## config.mk

```make
export PLATFORM = sky130hd
export DESIGN_NAME = inst_decode
export DESIGN_NICKNAME = d
export VERILOG_FILES = /design/src/rv_isa_pkg.sv /design/src/decode_ctrl_pkg.sv /design/src/alu_decode.sv /design/src/mem_decode.sv /design/src/flow_decode.sv /design/src/system_decode.sv /design/src/inst_decode.sv
export SDC_FILE = /design/constraint.sdc
export NUM_CORES = 1
export LEC_CHECK = 0
export BUFFER_PORTS_ARGS = -buffer_cell sky130_fd_sc_hd__buf_2
export CAP_MARGIN = 5
export CELL_PAD_IN_SITES_DETAIL_PLACEMENT = 1
export CELL_PAD_IN_SITES_GLOBAL_PLACEMENT = 1
export CORE_ASPECT_RATIO = 1.4
export CORE_MARGIN = 2
export CORE_UTILIZATION = 37
export CTS_CLUSTER_DIAMETER = 60
export CTS_CLUSTER_SIZE = 12
export DETAILED_ROUTE_END_ITERATION = 10
export HOLD_SLACK_MARGIN = 0.05
export PLACE_DENSITY_LB_ADDON = 0.1
export SLEW_MARGIN = 40
export SYNTH_ARGS = -nofsm -noshare
export SYNTH_HDL_FRONTEND = slang
export SYNTH_SLANG_ARGS = --single-unit
```

## constraint.sdc

```tcl
create_clock -name clk -period 5.9 [get_ports clk]
set_clock_uncertainty 0.05 [all_clocks]
set_input_delay 0.295 -clock clk [delete_from_list [all_inputs] [get_ports clk]]
set_output_delay 0.295 -clock clk [all_outputs]
set_load 0.02 [all_outputs]
```

## src/rv_isa_pkg.sv

```systemverilog
package rv_isa_pkg;

    typedef logic [31:0] rv_inst_t;
    typedef logic [4:0]  rv_reg_t;
    typedef logic [6:0]  rv_opcode_t;
    typedef logic [2:0]  rv_funct3_t;
    typedef logic [6:0]  rv_funct7_t;
    typedef logic [11:0] rv_csr_addr_t;

    // major opcodes
    localparam rv_opcode_t OPC_OP        = 7'b0110011;
    localparam rv_opcode_t OPC_OP_IMM    = 7'b0010011;
    localparam rv_opcode_t OPC_OP_32     = 7'b0111011;
    localparam rv_opcode_t OPC_OP_IMM_32 = 7'b0011011;
    localparam rv_opcode_t OPC_LOAD      = 7'b0000011;
    localparam rv_opcode_t OPC_STORE     = 7'b0100011;
    localparam rv_opcode_t OPC_BRANCH    = 7'b1100011;
    localparam rv_opcode_t OPC_JAL       = 7'b1101111;
    localparam rv_opcode_t OPC_JALR      = 7'b1100111;
    localparam rv_opcode_t OPC_LUI       = 7'b0110111;
    localparam rv_opcode_t OPC_AUIPC     = 7'b0010111;
    localparam rv_opcode_t OPC_SYSTEM    = 7'b1110011;

    localparam rv_funct7_t F7_BASE   = 7'b0000000;
    localparam rv_funct7_t F7_ALT    = 7'b0100000; // sub / sra
    localparam rv_funct7_t F7_MULDIV = 7'b0000001;

    // integer funct3
    localparam rv_funct3_t F3_ADD  = 3'b000;
    localparam rv_funct3_t F3_SLL  = 3'b001;
    localparam rv_funct3_t F3_SLT  = 3'b010;
    localparam rv_funct3_t F3_SLTU = 3'b011;
    localparam rv_funct3_t F3_XOR  = 3'b100;
    localparam rv_funct3_t F3_SR   = 3'b101; // srl and sra
    localparam rv_funct3_t F3_OR   = 3'b110;
    localparam rv_funct3_t F3_AND  = 3'b111;

    // M extension funct3
    localparam rv_funct3_t F3_MUL  = 3'b000;
    localparam rv_funct3_t F3_DIV  = 3'b100;
    localparam rv_funct3_t F3_DIVU = 3'b101;
    localparam rv_funct3_t F3_REM  = 3'b110;
    localparam rv_funct3_t F3_REMU = 3'b111;

    localparam rv_funct3_t F3_BEQ  = 3'b000;
    localparam rv_funct3_t F3_BNE  = 3'b001;
    localparam rv_funct3_t F3_BLT  = 3'b100;
    localparam rv_funct3_t F3_BGE  = 3'b101;
    localparam rv_funct3_t F3_BLTU = 3'b110;
    localparam rv_funct3_t F3_BGEU = 3'b111;

    localparam rv_funct3_t F3_CSRRW = 3'b001;
    localparam rv_funct3_t F3_CSRRS = 3'b010;

    localparam rv_inst_t INST_ECALL  = 32'h0000_0073;
    localparam rv_inst_t INST_EBREAK = 32'h0010_0073;
    localparam rv_inst_t INST_MRET   = 32'h3020_0073;

endpackage

```

## src/decode_ctrl_pkg.sv

```systemverilog
package decode_ctrl_pkg;
    import rv_isa_pkg::*;

    // zero encodings chosen so that an idle bundle is all zeros
    typedef enum logic [4:0] {
        ALU_ADD = 5'd0,
        ALU_SUB, ALU_SLL, ALU_SLT, ALU_SLTU, ALU_XOR, ALU_SRL, ALU_SRA, ALU_OR, ALU_AND,
        ALU_MUL, ALU_DIV, ALU_DIVU, ALU_REM, ALU_REMU,
        ALU_EQ, ALU_NE, ALU_LT, ALU_GE, ALU_LTU, ALU_GEU // branch compares
    } alu_op_e;

    typedef enum logic [2:0] {
        IMM_NONE = 3'd0,
        IMM_I, IMM_S, IMM_B, IMM_U, IMM_J, IMM_SHAMT
    } imm_sel_e;

    typedef enum logic [1:0] {SRC_A_RS1 = 2'd0, SRC_A_PC, SRC_A_ZERO} src_a_e;
    typedef enum logic [1:0] {SRC_B_RS2 = 2'd0, SRC_B_IMM, SRC_B_FOUR} src_b_e;
    typedef enum logic [1:0] {MEM_BYTE = 2'd0, MEM_HALF, MEM_WORD, MEM_DOUBLE} mem_size_e;
    typedef enum logic [1:0] {CSR_NONE = 2'd0, CSR_RW, CSR_RS} csr_op_e;

    typedef struct packed {
        logic         reg_wen;
        rv_reg_t      rd;
        rv_reg_t      rs1;
        rv_reg_t      rs2;
        imm_sel_e     imm_sel;
        alu_op_e      alu_op;
        src_a_e       src_a;
        src_b_e       src_b;
        logic         is_word;      // 32-bit result, sign extended
        logic         is_mul;
        logic         is_div;
        logic         mem_read;
        logic         mem_write;
        mem_size_e    mem_size;
        logic         mem_unsigned;
        logic         branch;
        logic         jump;
        logic         jalr;
        csr_op_e      csr_op;
        rv_csr_addr_t csr_addr;
        logic         ecall;
        logic         mret;
        logic         ebreak;
        logic         illegal;
    } decode_ctrl_t;

    localparam decode_ctrl_t CTRL_NOP = '{
        reg_wen: 1'b0, rd: '0, rs1: '0, rs2: '0,
        imm_sel: IMM_NONE, alu_op: ALU_ADD, src_a: SRC_A_RS1, src_b: SRC_B_RS2,
        is_word: 1'b0, is_mul: 1'b0, is_div: 1'b0,
        mem_read: 1'b0, mem_write: 1'b0, mem_size: MEM_BYTE, mem_unsigned: 1'b0,
        branch: 1'b0, jump: 1'b0, jalr: 1'b0,
        csr_op: CSR_NONE, csr_addr: '0,
        ecall: 1'b0, mret: 1'b0, ebreak: 1'b0,
        illegal: 1'b0
    };

endpackage

```

## src/alu_decode.sv

```systemverilog
module alu_decode
    import rv_isa_pkg::*, decode_ctrl_pkg::*;
#(
    parameter int XLEN = 64
) (
    input  rv_inst_t     inst,
    output logic         hit,
    output decode_ctrl_t ctrl
);

    rv_opcode_t   opcode;
    rv_funct3_t   funct3;
    rv_funct7_t   funct7;
    rv_funct7_t   shift_hi;   // funct7 without shamt[5]
    logic         is_reg;
    logic         is_imm;
    logic         is_word;
    logic         is_shift;
    logic         bad;
    alu_op_e      op;
    decode_ctrl_t c;

    assign opcode   = inst[6:0];
    assign funct3   = inst[14:12];
    assign funct7   = inst[31:25];
    assign shift_hi = {funct7[6:1], 1'b0};

    assign is_reg   = (opcode == OPC_OP) || (opcode == OPC_OP_32);
    assign is_imm   = (opcode == OPC_OP_IMM) || (opcode == OPC_OP_IMM_32);
    assign is_word  = (opcode == OPC_OP_32) || (opcode == OPC_OP_IMM_32);
    assign is_shift = (funct3 == F3_SLL) || (funct3 == F3_SR);
    assign hit      = is_reg || is_imm;

    always_comb begin
        bad = 1'b0;
        op  = ALU_ADD;
        if (is_reg && funct7 == F7_MULDIV) begin
            case (funct3)
                F3_MUL:  op = ALU_MUL;
                F3_DIV:  op = ALU_DIV;
                F3_DIVU: op = ALU_DIVU;
                F3_REM:  op = ALU_REM;
                F3_REMU: op = ALU_REMU;
                default: bad = 1'b1; // no mulh family
            endcase
        end else begin
            case (funct3)
                F3_ADD:  op = ALU_ADD;
                F3_SLL:  op = ALU_SLL;
                F3_SLT:  op = ALU_SLT;
                F3_SLTU: op = ALU_SLTU;
                F3_XOR:  op = ALU_XOR;
                F3_SR:   op = ALU_SRL;
                F3_OR:   op = ALU_OR;
                F3_AND:  op = ALU_AND;
                default: bad = 1'b1;
            endcase
            if (is_reg) begin
                if (funct7 == F7_ALT) begin
                    if (funct3 == F3_ADD)
                        op = ALU_SUB;
                    else if (funct3 == F3_SR)
                        op = ALU_SRA;
                    else
                        bad = 1'b1;
                end else if (funct7 != F7_BASE) begin
                    bad = 1'b1;
                end
            end else if (is_imm && is_shift) begin
                if (shift_hi == F7_ALT && funct3 == F3_SR)
                    op = ALU_SRA;
                else if (shift_hi != F7_BASE)
                    bad = 1'b1;
                // shamt[5] only exists for 64-bit shifts
                if (funct7[0] && (is_word || XLEN == 32))
                    bad = 1'b1;
            end
        end
        if (is_word && (op inside {ALU_SLT, ALU_SLTU, ALU_XOR, ALU_OR, ALU_AND}))
            bad = 1'b1;
        if (is_word && XLEN == 32)
            bad = 1'b1; // no word ops on rv32
    end

    always_comb begin
        c = CTRL_NOP;
        if (hit) begin
            c.reg_wen = 1'b1;
            c.rd      = inst[11:7];
            c.rs1     = inst[19:15];
            c.alu_op  = op;
            c.src_a   = SRC_A_RS1;
            c.is_word = is_word;
            c.is_mul  = (op == ALU_MUL);
            c.is_div  = op inside {ALU_DIV, ALU_DIVU, ALU_REM, ALU_REMU};
            if (is_reg) begin
                c.rs2     = inst[24:20];
                c.src_b   = SRC_B_RS2;
                c.imm_sel = IMM_NONE;
            end else begin
                c.src_b   = SRC_B_IMM;
                c.imm_sel = is_shift ? IMM_SHAMT : IMM_I;
            end
        end
        if (hit && bad) begin
            ctrl         = CTRL_NOP;
            ctrl.illegal = 1'b1;
        end else begin
            ctrl = c;
        end
    end

endmodule

```

## src/mem_decode.sv

```systemverilog
module mem_decode
    import rv_isa_pkg::*, decode_ctrl_pkg::*;
(
    input  rv_inst_t     inst,
    output logic         hit,
    output decode_ctrl_t ctrl
);

    rv_opcode_t   opcode;
    rv_funct3_t   funct3;
    logic         is_load;
    logic         is_store;
    logic         bad;
    decode_ctrl_t c;

    assign opcode   = inst[6:0];
    assign funct3   = inst[14:12];
    assign is_load  = (opcode == OPC_LOAD);
    assign is_store = (opcode == OPC_STORE);
    assign hit      = is_load || is_store;

    // funct3 111 load, stores above sd
    assign bad = (is_load && funct3 == 3'b111) || (is_store && funct3[2]);

    always_comb begin
        c = CTRL_NOP;
        if (hit) begin
            c.rs1      = inst[19:15];
            c.alu_op   = ALU_ADD; // address = rs1 + imm
            c.src_a    = SRC_A_RS1;
            c.src_b    = SRC_B_IMM;
            c.mem_size = mem_size_e'(funct3[1:0]);
        end
        if (is_load) begin
            c.imm_sel      = IMM_I;
            c.reg_wen      = 1'b1;
            c.rd           = inst[11:7];
            c.mem_read     = 1'b1;
            c.mem_unsigned = funct3[2];
        end
        if (is_store) begin
            c.imm_sel   = IMM_S;
            c.rs2       = inst[24:20];
            c.mem_write = 1'b1;
        end
        if (bad) begin
            ctrl         = CTRL_NOP;
            ctrl.illegal = 1'b1;
        end else begin
            ctrl = c;
        end
    end

endmodule

```

## src/flow_decode.sv

```systemverilog
module flow_decode
    import rv_isa_pkg::*, decode_ctrl_pkg::*;
(
    input  rv_inst_t     inst,
    output logic         hit,
    output decode_ctrl_t ctrl
);

    rv_opcode_t   opcode;
    rv_funct3_t   funct3;
    logic         bad;
    decode_ctrl_t c;

    assign opcode = inst[6:0];
    assign funct3 = inst[14:12];
    assign hit    = opcode inside {OPC_JAL, OPC_JALR, OPC_BRANCH, OPC_LUI, OPC_AUIPC};

    always_comb begin
        c   = CTRL_NOP;
        bad = 1'b0;
        case (opcode)
            OPC_JAL, OPC_JALR: begin
                c.jump    = 1'b1;
                c.reg_wen = 1'b1;
                c.rd      = inst[11:7];
                c.src_a   = SRC_A_PC; // link value pc + 4
                c.src_b   = SRC_B_FOUR;
                c.imm_sel = IMM_J;
                if (opcode == OPC_JALR) begin
                    c.jalr    = 1'b1;
                    c.rs1     = inst[19:15];
                    c.imm_sel = IMM_I;
                    bad       = (funct3 != 3'b000);
                end
            end
            OPC_BRANCH: begin
                c.branch  = 1'b1;
                c.rs1     = inst[19:15];
                c.rs2     = inst[24:20];
                c.imm_sel = IMM_B;
                case (funct3)
                    F3_BEQ:  c.alu_op = ALU_EQ;
                    F3_BNE:  c.alu_op = ALU_NE;
                    F3_BLT:  c.alu_op = ALU_LT;
                    F3_BGE:  c.alu_op = ALU_GE;
                    F3_BLTU: c.alu_op = ALU_LTU;
                    F3_BGEU: c.alu_op = ALU_GEU;
                    default: bad = 1'b1; // 010, 011
                endcase
            end
            OPC_LUI, OPC_AUIPC: begin
                c.reg_wen = 1'b1;
                c.rd      = inst[11:7];
                c.src_a   = (opcode == OPC_LUI) ? SRC_A_ZERO : SRC_A_PC;
                c.src_b   = SRC_B_IMM;
                c.imm_sel = IMM_U;
            end
            default: ;
        endcase
        if (bad) begin
            ctrl         = CTRL_NOP;
            ctrl.illegal = 1'b1;
        end else begin
            ctrl = c;
        end
    end

endmodule

```

## src/system_decode.sv

```systemverilog
module system_decode
    import rv_isa_pkg::*, decode_ctrl_pkg::*;
#(
    parameter int XLEN = 64
) (
    input  rv_inst_t          inst,
    input  logic [XLEN-1:0]   mtvec,
    input  logic [XLEN-1:0]   mepc,
    output logic              hit,
    output decode_ctrl_t      ctrl,
    output logic [XLEN-1:0]   trap_pc
);

    rv_opcode_t   opcode;
    rv_funct3_t   funct3;
    logic         bad;
    decode_ctrl_t c;

    assign opcode = inst[6:0];
    assign funct3 = inst[14:12];
    assign hit    = (opcode == OPC_SYSTEM);

    always_comb begin
        c       = CTRL_NOP;
        bad     = 1'b0;
        trap_pc = '0;
        if (hit) begin
            if (funct3 == F3_CSRRW || funct3 == F3_CSRRS) begin
                c.reg_wen  = 1'b1; // old csr value to rd
                c.rd       = inst[11:7];
                c.rs1      = inst[19:15];
                c.csr_addr = inst[31:20];
                c.csr_op   = (funct3 == F3_CSRRW) ? CSR_RW : CSR_RS;
            end else if (inst == INST_ECALL) begin
                c.ecall = 1'b1;
                trap_pc = mtvec;
            end else if (inst == INST_MRET) begin
                c.mret  = 1'b1;
                trap_pc = mepc;
            end else if (inst == INST_EBREAK) begin
                c.ebreak = 1'b1;
            end else begin
                bad = 1'b1; // csrrc, immediate csr forms, wfi ...
            end
        end
        if (bad) begin
            ctrl         = CTRL_NOP;
            ctrl.illegal = 1'b1;
        end else begin
            ctrl = c;
        end
    end

endmodule

```

## src/inst_decode.sv

```systemverilog
module inst_decode
    import rv_isa_pkg::*, decode_ctrl_pkg::*;
#(
    parameter int XLEN = 64
) (
    input  logic            clk,
    input  logic            rst,
    input  logic            inst_valid,
    input  rv_inst_t        inst,
    input  logic [XLEN-1:0] mtvec,
    input  logic [XLEN-1:0] mepc,
    output logic            ctrl_valid,
    output decode_ctrl_t    ctrl,
    output logic [XLEN-1:0] trap_pc
);

    logic            alu_hit;
    logic            mem_hit;
    logic            flow_hit;
    logic            sys_hit;
    logic            any_hit;
    decode_ctrl_t    alu_ctrl;
    decode_ctrl_t    mem_ctrl;
    decode_ctrl_t    flow_ctrl;
    decode_ctrl_t    sys_ctrl;
    decode_ctrl_t    next_ctrl;
    logic [XLEN-1:0] sys_trap_pc;

    alu_decode #(
        .XLEN(XLEN)
    ) u_alu (
        .inst (inst),
        .hit  (alu_hit),
        .ctrl (alu_ctrl)
    );

    mem_decode u_mem (
        .inst (inst),
        .hit  (mem_hit),
        .ctrl (mem_ctrl)
    );

    flow_decode u_flow (
        .inst (inst),
        .hit  (flow_hit),
        .ctrl (flow_ctrl)
    );

    system_decode #(
        .XLEN(XLEN)
    ) u_sys (
        .inst    (inst),
        .mtvec   (mtvec),
        .mepc    (mepc),
        .hit     (sys_hit),
        .ctrl    (sys_ctrl),
        .trap_pc (sys_trap_pc)
    );

    assign any_hit = alu_hit | mem_hit | flow_hit | sys_hit;

    // one-hot hits, idle decoders output all zeros
    always_comb begin
        if (any_hit) begin
            next_ctrl = decode_ctrl_t'(alu_ctrl | mem_ctrl | flow_ctrl | sys_ctrl);
        end else begin
            next_ctrl         = CTRL_NOP;
            next_ctrl.illegal = 1'b1; // unknown opcode
        end
    end

    always_ff @(posedge clk) begin
        if (rst) begin
            ctrl_valid <= 1'b0;
            ctrl       <= CTRL_NOP;
        end else begin
            ctrl_valid <= inst_valid;
            if (inst_valid)
                ctrl <= next_ctrl;
        end
    end

    always_ff @(posedge clk) begin
        if (inst_valid)
            trap_pc <= sys_trap_pc; // mtvec/mepc as sampled with inst
    end

endmodule

```

==> metrics <==
Final Setup Violations 0; CTS Hold Bufs 0; first-pass GRT wire length 36.0 mm; FP Rows 54; total length of routed wires 23.4 mm; max-slew violation count 0; Via Count 5,976; ys flop type edfxtp_1; Distinct cells, synth 66; Overflow after GRT 0; reg-to-reg slack, setup just under 5000 ps; Initial DRC Count ~320; initial antenna violation count 3; H-tree levels 4; post-synthesis sequential area ratio 52.6%; clk sink count 122; synthesis-to-finish area growth 37.1%; vias per cell 5.66; yosys warns 0; crit share post-route between 50% and 60%; post-CTS setup buffers 0; status complete, no violations; Mean Syn Cell Area between 10 and 15 um^2; family with the most delay on the worst path simple AND/OR/NAND/NOR gates; All-Layer GR Usage between 20% and 30%; layout cells sized above 1 39.8%; largest net degree at the start of global routing 75; crit start category primary input; Nets between 1,000 and 1,500; Cell Area, Synth 0.00586 mm^2; Buf/Inv on CP 3; worst IR drop on VDD roughly 220 uV; crit path capture type flop; Slew headroom 48.5%; Initial Util ~38%; most frequent cells in the layout buf_2 (284), nor2_1 (81), a22oi_1 (72); f_max 0.338 GHz; CTS buffer count 17; dpl hpwl 17.8 mm; worst slew pin tran about 770 ps; Finished Cell Area 0.00804 mm^2; final hold vios 0; WL/cell 22.1 um; # DRC 0; Async S/R FF share, synth 0%; DIE AREA 0.0169 mm^2; setup_tns 0 ps; clk slew on worst S/H paths 50 ps; PnR Total Power roughly 2.1 mW; CTS Root Cell clkbuf_16; commonest non-fill, non-tap cell in the layout buf_2; worst path cell trace buf_2 -> inv_1 -> nand3_1 -> nor3_1 -> nand4_1 -> nor4b_2 -> buf_4 -> a22oi_1 -> nor2_1; worst hold path class primary input to flop; worst skew pair latency a little over 400 ps; Setup CP Type primary input to flop; total of max-cap violations 0; placed cell area 0.00747 mm^2; Die Y 153 um; critical-path maximum fanout 65; Pleak 3.24 nW; Tmin final 2960 ps; core area ~0.016 mm^2; RSZ-0062 raised after global routing false; CP arrival 3170 ps; Worst path slowest cell buf_4; Die W roughly 110 um; Post-synth EDFFs 64; CTS tree done; vias in the first global route 6,248; I/O pins 285; Mapped Cells about 580; Post-CTS Resized 0; Worst Path Required 6110 ps; drt pass-1 iters 6; clock buffer depth 2; synthesized flop and latch total 122; Post-Syn Nets 747; ANT nets after route 0; global placer's final weighted congestion about 1.0; number of port buffers 284; Pwr per Cell Area 266 mW/mm^2; Worst path max stage delay 580 ps
==> worst reg2reg max path: cells and delay by family (launching register included) <==
kind	cells	cell delay (ps)
compound gates	3	410
flops	1	340
==> stage by stage <==
step           utilization [%]  hold WS (ps)  setup WS (ps)  cells
2_1_floorplan                -           342           3400    578
3_3_place_gp              47.7           384           2640   1018
3_5_place_dp              48.1           385           2500   1021
4_1_cts                   51.7          55.3           2940   1053
5_1_grt                   51.7          62.7           2620   1055
6_report                  51.7          74.4           2940   1055
==> worst paths after layout <==
path                            startpoint  cells past startpoint     endpoint
worst min register to register    ctrl[30]                      1     ctrl[30]
worst max register to register    ctrl[38]                      3     ctrl[38]
worst min-delay path              inst[26]                      2     ctrl[10]
worst max-delay path               inst[3]                      9  trap_pc[25]
==> cell families after synthesis <==
family	synth area share, %
compound gates	23.7
mux	0.853
buf+inv	3.95
xor+xnor	0.149
fa+ha+maj	1.45
simple gates	17.3
flops	52.6
==> routing by layer <==
metal	track usage, %	vias up	wire (um)	share of wire [%]
met5	0	-	13	0.056
met4	15.2	2	1260	5.4
met3	7.10	75	1380	5.9
met2	49.6	249	12400	53
met1	28.1	2904	8260	35
li1	-	2746	-	-
==> Yosys cell counts (all sizes together) (4+ instances only) <==
cell	n	share of area, %
nand3	16	1.5
a22oi	72	9.2
nand2	32	2.0
nor2	83	5.4
a22o	19	2.8
o21ai	18	1.5
nand3b	6	0.77
a31oi	4	0.53
nand4	9	0.96
o311a	5	0.85
and3	5	0.55
a21oi	20	1.7
nand2b	8	0.85
mux2i	5	0.85
nor4	6	1.3
a221o	5	0.85
buf	16	1.4
a21o	4	0.51
nor3	10	0.85
o22ai	5	0.53
o211ai	10	1.3
edfxtp	64	33
o31ai	6	1.0
dfxtp	58	20
inv	10	0.64
clkbuf	30	1.9
and2	8	0.85
ha	6	1.3
==> where the power goes <==
group	switching, mW	internal (mW)	total [mW]
Combinational	0.145	0.0797	0.225
Sequential	0.00672	0.915	0.922
Clock	0.379	0.614	0.993
==> state kept, by name, summed over array words and instances (netlist names) <==
register,count
ctrl,57
ctrl_valid,1
trap_pc,64
==> cell type report <==
type / instances / area (um^2)
clock buffer: 18 / 429
sequential: 122 / 3080
antenna: 2 / 5.00
inverter: 10 / 37.5
timing repair buffer: 293 / 1530
clock inverter: 14 / 130
tap: 196 / 245
multi-input combinational: 400 / 2580
fill: 1843 / 7500
(Power assumes the default switching activity.)
